<file path="config.mk">
export PLATFORM = sky130hd
export DESIGN_NAME = icache_bank
export DESIGN_NICKNAME = d
export VERILOG_FILES = /design/src/design/icache_bank_pkg.sv /design/src/design/icache_way_lfsr.sv /design/src/design/icache_tag_check.sv /design/src/design/icache_miss_fifo.sv /design/src/design/icache_bank_ctrl.sv /design/src/design/icache_bank.sv
export SDC_FILE = /design/constraint.sdc
export NUM_CORES = 1
export LEC_CHECK = 0
export BUFFER_PORTS_ARGS = -buffer_cell sky130_fd_sc_hd__clkbuf_2
export CORE_MARGIN = 3
export CORE_UTILIZATION = 55
export DETAILED_ROUTE_END_ITERATION = 16
export PLACE_DENSITY_LB_ADDON = 0.08
export SLEW_MARGIN = 10
export SYNTH_ARGS = -nofsm -noshare
export SYNTH_HDL_FRONTEND = slang
export SYNTH_SLANG_ARGS = --single-unit
</file>
<file path="constraint.sdc">
create_clock -name clk -period 5.48 [get_ports clk]
set_input_delay 1.644 -clock clk [delete_from_list [all_inputs] [get_ports clk]]
set_output_delay 1.644 -clock clk [all_outputs]
set_load 0.05 [all_outputs]
</file>
<file path="src/design/icache_bank_pkg.sv">
/*
 * Instruction cache bank package
 * Address split, way count, miss FIFO depth, bank FSM states and
 * the packed types shared by the tag check, the controller and the FIFO
 */

`default_nettype none

package icache_bank_pkg;

   ////////////////////
   // Address split
   ////////////////////

   localparam int ADDR_W   = 32;
   // Byte offset inside a 16-byte line
   localparam int OFFSET_W = 4;
   localparam int SET_W    = 5;
   localparam int TAG_W    = 8;
   // Set index sits right above the offset, tag right above the set
   localparam int SET_LSB  = OFFSET_W;
   localparam int TAG_LSB  = OFFSET_W + SET_W;

   ////////////////////
   // Ways and queues
   ////////////////////

   localparam int NB_WAYS         = 4;
   localparam int WAY_IDX_W       = $clog2(NB_WAYS);
   localparam int MISS_FIFO_DEPTH = 16;
   localparam int FIFO_PTR_W      = $clog2(MISS_FIFO_DEPTH);
   // One extra bit so that a full FIFO can be counted
   localparam int FIFO_CNT_W      = FIFO_PTR_W + 1;
   // Nonzero, an all-zero LFSR never leaves zero
   localparam logic [7:0] LFSR_SEED = 8'd1;

   // One way of the tag memory
   typedef struct packed {
      logic             valid;
      logic [TAG_W-1:0] tag;
   } tag_entry_t;

   // All ways of one set
   typedef tag_entry_t [NB_WAYS-1:0] tag_ways_t;

   typedef logic [NB_WAYS-1:0] way_oh_t;

   // One queued refill toward the main cache controller
   typedef struct packed {
      logic [ADDR_W-1:0] addr;
      way_oh_t           way;
   } refill_req_t;

   typedef enum logic [2:0] {
      DISABLED,
      WAIT_IDLE,
      OPERATIVE,
      REQ_REFILL,
      ENTER_BYPASS
   } bank_state_e;

endpackage

`default_nettype wire

</file>
<file path="src/design/icache_way_lfsr.sv">
/*
 * Replacement way LFSR
 * 8-bit Fibonacci LFSR, taps 8 6 5 4, decoded to a one-hot way
 */

`timescale 1ns/1ns
`default_nettype none

module icache_way_lfsr
(
   input  wire logic                      clk,
   input  wire logic                      rst_n,
   input  wire logic                      step_i,
   output icache_bank_pkg::way_oh_t       rand_way_o
);
   import icache_bank_pkg::*;

   logic [7:0] lfsr_q;
   logic       feedback;

   // Taps 8 6 5 4 are bits 7 5 4 3
   assign feedback = lfsr_q[7] ^ lfsr_q[5] ^ lfsr_q[4] ^ lfsr_q[3];

   always_ff @(posedge clk, negedge rst_n)
   begin
      if (!rst_n)
      begin
         lfsr_q <= LFSR_SEED;
      end
      else if (step_i)
      begin
         lfsr_q <= {lfsr_q[6:0], feedback};
      end
   end

   // Low bits pick the way
   assign rand_way_o = way_oh_t'(1) << lfsr_q[WAY_IDX_W-1:0];

endmodule

`default_nettype wire

</file>
<file path="src/design/icache_tag_check.sv">
/*
 * Tag check for one cache set
 * Compares the pending fetch tag with every valid way, and finds
 * the highest-numbered invalid way for allocation
 */

`timescale 1ns/1ns
`default_nettype none

module icache_tag_check
(
   input  wire icache_bank_pkg::tag_ways_t           tag_rdata_i,
   input  wire logic [icache_bank_pkg::ADDR_W-1:0]   pend_addr_i,
   output logic                                      hit_o,
   output logic                                      all_valid_o,
   output icache_bank_pkg::way_oh_t                  free_way_o
);
   import icache_bank_pkg::*;

   logic [TAG_W-1:0]   pend_tag;
   logic [NB_WAYS-1:0] way_valid;
   logic [NB_WAYS-1:0] way_match;

   assign pend_tag = pend_addr_i[TAG_LSB +: TAG_W];

   ////////////////////
   // Per-way compare
   ////////////////////

   for (genvar w = 0; w < NB_WAYS; w++)
   begin : g_way
      assign way_valid[w] = tag_rdata_i[w].valid;
      // Stale tags in invalid ways never hit
      assign way_match[w] = tag_rdata_i[w].valid && (tag_rdata_i[w].tag == pend_tag);
   end

   assign hit_o       = |way_match;
   assign all_valid_o = &way_valid;

   // Upward scan, the last invalid way found wins
   always_comb
   begin
      free_way_o = '0;
      for (int w = 0; w < NB_WAYS; w++)
      begin
         if (!way_valid[w])
         begin
            free_way_o    = '0;
            free_way_o[w] = 1'b1;
         end
      end
   end

endmodule

`default_nettype wire

</file>
<file path="src/design/icache_miss_fifo.sv">
/*
 * Miss FIFO
 * Circular buffer of pending refill requests toward the main
 * cache controller, valid/grant handshake on both sides
 */

`timescale 1ns/1ns
`default_nettype none

module icache_miss_fifo
(
   input  wire logic                          clk,
   input  wire logic                          rst_n,
   input  wire logic                          push_valid_i,
   input  wire icache_bank_pkg::refill_req_t  push_data_i,
   output logic                               push_gnt_o,
   output logic                               pop_valid_o,
   output icache_bank_pkg::refill_req_t       pop_data_o,
   input  wire logic                          pop_gnt_i
);
   import icache_bank_pkg::*;

   refill_req_t           mem [MISS_FIFO_DEPTH];
   logic [FIFO_PTR_W-1:0] wr_ptr_q;
   logic [FIFO_PTR_W-1:0] rd_ptr_q;
   logic [FIFO_CNT_W-1:0] count_q;
   logic                  push;
   logic                  pop;

   ////////////////////
   // Handshakes
   ////////////////////

   assign push_gnt_o  = (count_q != FIFO_CNT_W'(MISS_FIFO_DEPTH));
   assign pop_valid_o = (count_q != '0);
   // Head entry, stable until popped
   assign pop_data_o  = mem[rd_ptr_q];

   assign push = push_valid_i & push_gnt_o;
   assign pop  = pop_valid_o & pop_gnt_i;

   ////////////////////
   // Pointers
   ////////////////////

   // Depth is a power of two, pointers wrap by themselves
   always_ff @(posedge clk, negedge rst_n)
   begin
      if (!rst_n)
      begin
         wr_ptr_q <= '0;
         rd_ptr_q <= '0;
         count_q  <= '0;
      end
      else
      begin
         if (push)
         begin
            wr_ptr_q <= wr_ptr_q + 1'b1;
         end
         if (pop)
         begin
            rd_ptr_q <= rd_ptr_q + 1'b1;
         end
         // Simultaneous push and pop leave the count alone
         if (push && !pop)
         begin
            count_q <= count_q + 1'b1;
         end
         else if (pop && !push)
         begin
            count_q <= count_q - 1'b1;
         end
      end
   end

   // Storage
   always_ff @(posedge clk)
   begin
      if (push)
      begin
         mem[wr_ptr_q] <= push_data_i;
      end
   end

endmodule

`default_nettype wire

</file>
<file path="src/design/icache_bank_ctrl.sv">
/*
 * Instruction cache bank controller
 * Bank FSM for enable, disable and refill back-pressure, plus the
 * one-deep fetch stage that holds the address under tag check.
 * On a miss it picks the victim way and pushes a refill request
 */

`timescale 1ns/1ns
`default_nettype none

module icache_bank_ctrl
(
   input  wire logic                                 clk,
   input  wire logic                                 rst_n,
   input  wire logic                                 fetch_req_i,
   input  wire logic [icache_bank_pkg::ADDR_W-1:0]   fetch_addr_i,
   input  wire logic                                 bypass_icache_i,
   input  wire logic                                 refill_idle_i,
   input  wire logic                                 bypass_done_i,
   input  wire logic                                 hit_i,
   input  wire logic                                 all_valid_i,
   input  wire icache_bank_pkg::way_oh_t             free_way_i,
   input  wire icache_bank_pkg::way_oh_t             rand_way_i,
   input  wire logic                                 push_gnt_i,
   output logic                                      fetch_gnt_o,
   output logic                                      fetch_rvalid_o,
   output logic                                      tag_read_req_o,
   output logic [icache_bank_pkg::SET_W-1:0]         tag_read_set_o,
   output logic [icache_bank_pkg::ADDR_W-1:0]        pend_addr_o,
   output logic                                      push_valid_o,
   output icache_bank_pkg::refill_req_t              push_data_o,
   output logic                                      lfsr_step_o,
   output logic                                      cache_is_bypassed_o
);
   import icache_bank_pkg::*;

   bank_state_e       state_q;
   bank_state_e       state_d;
   // Fetch stage: a fetch is in flight, waiting for its tag check
   logic              pend_q;
   logic              pend_d;
   logic [ADDR_W-1:0] pend_addr_q;
   way_oh_t           victim_way;

   ////////////////////
   // Victim and push
   ////////////////////

   // Random way only when no way of the set is free
   assign victim_way = all_valid_i ? rand_way_i : free_way_i;

   // Full fetch address goes out, the main controller aligns it to the line
   assign push_data_o.addr = pend_addr_q;
   assign push_data_o.way  = victim_way;

   // One LFSR step per accepted random replacement
   assign lfsr_step_o = push_valid_o & push_gnt_i & all_valid_i;

   assign tag_read_set_o = fetch_addr_i[SET_LSB +: SET_W];
   assign pend_addr_o    = pend_addr_q;

   ////////////////////
   // Registers
   ////////////////////

   always_ff @(posedge clk, negedge rst_n)
   begin
      if (!rst_n)
      begin
         state_q <= DISABLED;
         pend_q  <= 1'b0;
      end
      else
      begin
         state_q <= state_d;
         pend_q  <= pend_d;
      end
   end

   // Address captured together with the tag read
   always_ff @(posedge clk)
   begin
      if (tag_read_req_o)
      begin
         pend_addr_q <= fetch_addr_i;
      end
   end

   ////////////////////
   // Bank FSM
   ////////////////////

   always_comb
   begin
      state_d             = state_q;
      pend_d              = pend_q;
      fetch_gnt_o         = 1'b0;
      fetch_rvalid_o      = 1'b0;
      tag_read_req_o      = 1'b0;
      push_valid_o        = 1'b0;
      cache_is_bypassed_o = 1'b0;

      case (state_q)
         // Cache off, fetches are served around the bank
         DISABLED:
         begin
            cache_is_bypassed_o = 1'b1;
            fetch_gnt_o         = 1'b1;
            pend_d              = 1'b0;
            if (!bypass_icache_i)
            begin
               state_d = WAIT_IDLE;
            end
         end

         // Enabling, the external refill path must drain first
         WAIT_IDLE:
         begin
            cache_is_bypassed_o = 1'b1;
            if (refill_idle_i)
            begin
               state_d = OPERATIVE;
            end
         end

         OPERATIVE:
         begin
            if (bypass_icache_i)
            begin
               // Disable request: no new grant, finish what is in flight
               if (!pend_q)
               begin
                  state_d = DISABLED;
               end
               else if (hit_i)
               begin
                  fetch_rvalid_o = 1'b1;
                  pend_d         = 1'b0;
                  state_d        = ENTER_BYPASS;
               end
               else
               begin
                  // Last miss goes out through the refill state
                  state_d = REQ_REFILL;
               end
            end
            else
            begin
               if (!pend_q)
               begin
                  fetch_gnt_o = 1'b1;
               end
               else if (hit_i)
               begin
                  fetch_rvalid_o = 1'b1;
                  fetch_gnt_o    = 1'b1;
               end
               else
               begin
                  // Miss, completes at once if the FIFO takes it
                  push_valid_o   = 1'b1;
                  fetch_gnt_o    = push_gnt_i;
                  fetch_rvalid_o = push_gnt_i;
                  if (!push_gnt_i)
                  begin
                     state_d = REQ_REFILL;
                  end
               end
               // New fetch enters the stage while the old one leaves
               tag_read_req_o = fetch_req_i & fetch_gnt_o;
               if (fetch_gnt_o)
               begin
                  pend_d = fetch_req_i;
               end
            end
         end

         // FIFO full, hold the push; tag data stays valid, no new read
         REQ_REFILL:
         begin
            push_valid_o = 1'b1;
            if (push_gnt_i)
            begin
               fetch_rvalid_o = 1'b1;
               pend_d         = 1'b0;
               state_d        = bypass_icache_i ? ENTER_BYPASS : OPERATIVE;
            end
         end

         // Wait for the rest of the system to confirm bypass
         ENTER_BYPASS:
         begin
            cache_is_bypassed_o = 1'b1;
            if (bypass_done_i)
            begin
               state_d = DISABLED;
            end
         end

         default:
         begin
            state_d = DISABLED;
         end
      endcase
   end

endmodule

`default_nettype wire

</file>
<file path="src/design/icache_bank.sv">
/*
 * Instruction cache bank, top level
 * Connects the bank FSM, the tag compare, the replacement LFSR
 * and the miss FIFO that feeds refills to the main cache controller
 */

`timescale 1ns/1ns
`default_nettype none

module icache_bank
(
   input  wire logic                                 clk,
   input  wire logic                                 rst_n,
   // Fetch side
   input  wire logic                                 fetch_req_i,
   input  wire logic [icache_bank_pkg::ADDR_W-1:0]   fetch_addr_i,
   output logic                                      fetch_gnt_o,
   output logic                                      fetch_rvalid_o,
   // Tag memory read port
   output logic                                      tag_read_req_o,
   output logic [icache_bank_pkg::SET_W-1:0]         tag_read_set_o,
   input  wire icache_bank_pkg::tag_ways_t           tag_rdata_i,
   // Refill requests toward the main controller
   output logic                                      refill_valid_o,
   output icache_bank_pkg::refill_req_t              refill_req_o,
   input  wire logic                                 refill_gnt_i,
   // Mode levels
   input  wire logic                                 bypass_icache_i,
   input  wire logic                                 refill_idle_i,
   input  wire logic                                 bypass_done_i,
   output logic                                      cache_is_bypassed_o
);
   import icache_bank_pkg::*;

   logic              hit;
   logic              all_valid;
   way_oh_t           free_way;
   way_oh_t           rand_way;
   logic              lfsr_step;
   logic [ADDR_W-1:0] pend_addr;
   logic              push_valid;
   logic              push_gnt;
   refill_req_t       push_data;

   icache_bank_ctrl i_ctrl (
      .clk                 (clk),
      .rst_n               (rst_n),
      .fetch_req_i         (fetch_req_i),
      .fetch_addr_i        (fetch_addr_i),
      .bypass_icache_i     (bypass_icache_i),
      .refill_idle_i       (refill_idle_i),
      .bypass_done_i       (bypass_done_i),
      .hit_i               (hit),
      .all_valid_i         (all_valid),
      .free_way_i          (free_way),
      .rand_way_i          (rand_way),
      .push_gnt_i          (push_gnt),
      .fetch_gnt_o         (fetch_gnt_o),
      .fetch_rvalid_o      (fetch_rvalid_o),
      .tag_read_req_o      (tag_read_req_o),
      .tag_read_set_o      (tag_read_set_o),
      .pend_addr_o         (pend_addr),
      .push_valid_o        (push_valid),
      .push_data_o         (push_data),
      .lfsr_step_o         (lfsr_step),
      .cache_is_bypassed_o (cache_is_bypassed_o)
   );

   // Compares against the ways returned for the registered fetch
   icache_tag_check i_tag_check (
      .tag_rdata_i (tag_rdata_i),
      .pend_addr_i (pend_addr),
      .hit_o       (hit),
      .all_valid_o (all_valid),
      .free_way_o  (free_way)
   );

   icache_way_lfsr i_way_lfsr (
      .clk        (clk),
      .rst_n      (rst_n),
      .step_i     (lfsr_step),
      .rand_way_o (rand_way)
   );

   icache_miss_fifo i_miss_fifo (
      .clk          (clk),
      .rst_n        (rst_n),
      .push_valid_i (push_valid),
      .push_data_i  (push_data),
      .push_gnt_o   (push_gnt),
      .pop_valid_o  (refill_valid_o),
      .pop_data_o   (refill_req_o),
      .pop_gnt_i    (refill_gnt_i)
   );

endmodule

`default_nettype wire

</file>
==> impl_metrics.toml <==
[outcome]
status = "completed"

[place]
hpwl_mm = 26.37
place_ws_ps = 402.1
place_area_mm2 = 0.02616
io_buffers = 120
globalplace.congestion = 0.8132

[pwr]
vdd_drop_max_v = 0.0004567
switching_share_pct = 31.62
power.density_mw_per_mm2 = 529.3
p_leak_nw = 9.229
sequentialPowerShare_pct = 41.4
p_comb_share_pct = 29.7
power_switching_w = 0.004728
power.share.clock_pct = 28.9
p_int_w = 0.01022

[timing]
finalSetupTns_ps = 0
period_needed_ps = 5041
setup_viol = 0
worst_pin_slew_ps = 1065
maxSlewHeadroom_pct = 29.00
finalMaxSlewViolations = 0
fin_crit_sh_pct = 91.99
hold_viol = 0
fmax_mhz = 198.4
worst_slack_ps = 439.2
fin_skew_ps = 13.49
rsz0062_at_grt = "no"

[logic_synthesis]
synthTopCellsByArea = "edfxtp_1, mux4_2, dfrtp_1"
synth_top_area_share_pct = 74.45
syn_nets = 1140
synth_ff_type = "edfxtp_1"
syn_avg_cell_area_um2 = 23.27
ys_ff_latch = 633
synth_area_mm2 = 0.02452
syn-instance-count = 1054
ys_types = 44
yosys.area.top_type = "edfxtp_1"
synth_edf_count = 608
ys_warn_count = 0
async_reset_ff_share_pct = 3.949
ys_seq_area_share_pct = 77.01

[layout]
drive_gt1_share_pct = 36.06
fin_util_pct = 64.86
stdcell_area_mm2 = 0.02825
syn_to_final_growth_pct = 15.19
antennaDiodeCount = 0
fin_nets = 1304

[routing]
routed_wirelength_mm = 50.21
viasPerCell = 6.087
wl_met3_mm = 2.944
post_drt_wl_per_cell_um = 27.07
antenna_left = 0
vias = 11290
wl_met1_mm = 21.34
firstDrtPassIters = 5
top_layer = "met4"
drc_errors = 0
first_iter_violations = 1089
dr_wl_met2_mm = 24.89

[run]
drv_cap = 0

[clock_tree]
clk_latency_ps = 610
numCtsBuffers = 61
cts_tree = "yes"
cts_buffer_depth = 3
path_clk_slew_ps = 60
htreeDepth = 2
cts-resized-gates = 0
cts_setup_buffers = 0
cts-root-buf = "clkbuf_16"
hold_buffers = 0
cts.sinks = 633

[critical_path]
worst_path_most_repeated_cell = "clkbuf_2"
path_max_fanout = 5
worstReg2RegStart = "i_ctrl.pend_addr_o[9]$_DFFE_PP_"
cp-start-kind = "input pin"
crit_chain = "clkbuf_2 -> xnor2_1 -> nand4_1 -> nor4_1 -> a31oi_2 -> nand3_1 -> o21ai_0 -> a21boi_0 -> clkbuf_2"
cp-end-kind = "primary output"
crit_slowest_cell = "nor4_1"
critPathLaunch = "tag_rdata_i[30]"
required_ps = 3840
critical_path_class = "in -> out"
cp.arrival_ps = 3400
slowest_delay_ps = 340
reg2regPathDepth = 14

[floorplan]
die_w_um = 217.2
fp.coreArea_mm2 = 0.04355
num_rows = 76
io_pins = 121
fp.dieH_um = 217.2
fp.dieArea_mm2 = 0.04716
start_util_pct = 56.31

[hold_path]
holdPathStages = 1
timing.hold.worst.class = "reg -> reg"
min_from = "i_way_lfsr.lfsr_q[6]$_DFFE_PN0P_"

[global_route]
grt_max_degree = 42
grt_pass1_vias = 11770
grt_pass1_wl_mm = 75.56
track_usage_pct = 21.93
overflow = 0
antenna_found_initial = 0
## cell type report
cell class / count / area (µm²)
Sequential cell: 633 / 18900
Inverter: 9 / 33.78
Timing Repair Buffer: 155 / 1101
Fill cell: 2902 / 15300
Multi-Input combinational cell: 358 / 5394
Clock inverter: 45 / 488.0
Clock buffer: 70 / 1603
Tap cell: 585 / 732.0
## registers in the layout, indices dropped and copies added (netlist names)
signal / flops
i_ctrl.state_q: 3
i_miss_fifo.wr_ptr_q: 4
i_miss_fifo.count_q: 5
i_miss_fifo.mem: 576
i_miss_fifo.rd_ptr_q: 4
i_ctrl.pend_q: 1
i_way_lfsr.lfsr_q: 8
i_ctrl.pend_addr_o: 32
## cells in the mapped netlist (6+ instances only)
| library cell | number |
|---|---|
| dfrtp_1 | 24 |
| and3_1 | 13 |
| mux4_2 | 180 |
| edfxtp_1 | 608 |
| nor2_1 | 8 |
| ha_1 | 10 |
| and2_1 | 8 |
| xor2_1 | 11 |
| clkbuf_1 | 29 |
| buf_1 | 13 |
| o21ai_0 | 10 |
| mux2_2 | 8 |
| nand3_1 | 7 |
| xnor2_1 | 35 |
| inv_1 | 9 |
| a21oi_1 | 8 |
| nand4_1 | 6 |
| buf_2 | 7 |
| nand2_1 | 17 |
## final timing paths
path / to / slack, ps
worst max-delay path: fetch_gnt_o / 440
worst max register to register: i_miss_fifo.count_q[4]$_DFFE_PN0P_ / 1360
max in group asynchronous: i_miss_fifo.rd_ptr_q[1]$_DFFE_PN0P_ / 3960
worst min-delay path: i_way_lfsr.lfsr_q[7]$_DFFE_PN0P_ / 500
worst min register to register: i_way_lfsr.lfsr_q[7]$_DFFE_PN0P_ / 500
min in group asynchronous: i_ctrl.pend_q$_DFFE_PN0P_ / 1040
## power by group through the flow
stage | clock network [W] | registers [W] | logic, W
2_1_floorplan | 0 | 0.00594 | 0.00365
3_3_place_gp | 0 | 0.00629 | 0.00448
3_5_place_dp | 0 | 0.00631 | 0.00451
4_1_cts | 0.00441 | 0.00621 | 0.00452
5_1_grt | 0.00463 | 0.00626 | 0.00470
6_report | 0.00432 | 0.00619 | 0.00444
## per-layer routing
layer  GRT usage, %  vias up
met3          3.114       69
met1          32.90     6079
met2          34.88      365
met4          5.827        0
li1               -     4779
met5              0        -
## placed cells by master (no fill, tap or decap), drive strengths merged, types with 2 or more instances in the layout
cell / count
dfrtp: 24
bufinv: 11
mux2: 10
edfxtp: 608
a41oi: 2
and2: 8
inv: 10
nand2: 17
clkinvlp: 3
o21ai: 10
mux4: 180
nor2: 8
clkbuf: 190
a31oi: 2
nor3: 5
nor4: 4
buf: 35
ha: 10
or3: 2
and3: 13
xnor2: 35
nand2b: 5
nand3: 7
clkinv: 30
a21oi: 8
xor2: 11
nand4: 6
nor2b: 2
## kinds of logic (layout without fill, tap and decap cells)
logic type	count (synthesis)	in the layout	share of synthesized area, %
flip-flops	633	633	77.01
XOR/XNOR	46	46	1.643
buffers and inverters	63	279	1.077
multiplexers	190	190	16.99
AO/OA/AOI/OAI	30	30	0.8471
AND/OR/NAND/NOR	81	81	1.842
adder cells (fa/ha/maj)	11	11	0.5919
## metrics by stage
step / hold WS (ps) / power (W) / cells
floorplan: 460.2 / 0.009588 / 1054
global placement: 471.0 / 0.01077 / 1740
detailed placement: 484.6 / 0.01081 / 1740
CTS: 498.2 / 0.01514 / 1855
global route: 511.2 / 0.01559 / 1855
finish: 500.5 / 0.01495 / 1855
## worst max-delay path: cells and delay by family
kind,cells,cell delay [ps]
XOR/XNOR,1,150
AND/OR/NAND/NOR,3,700
AO/OA/AOI/OAI,3,510
buffers and inverters,2,400
Note: power is estimated with default switching activity, not from simulation.
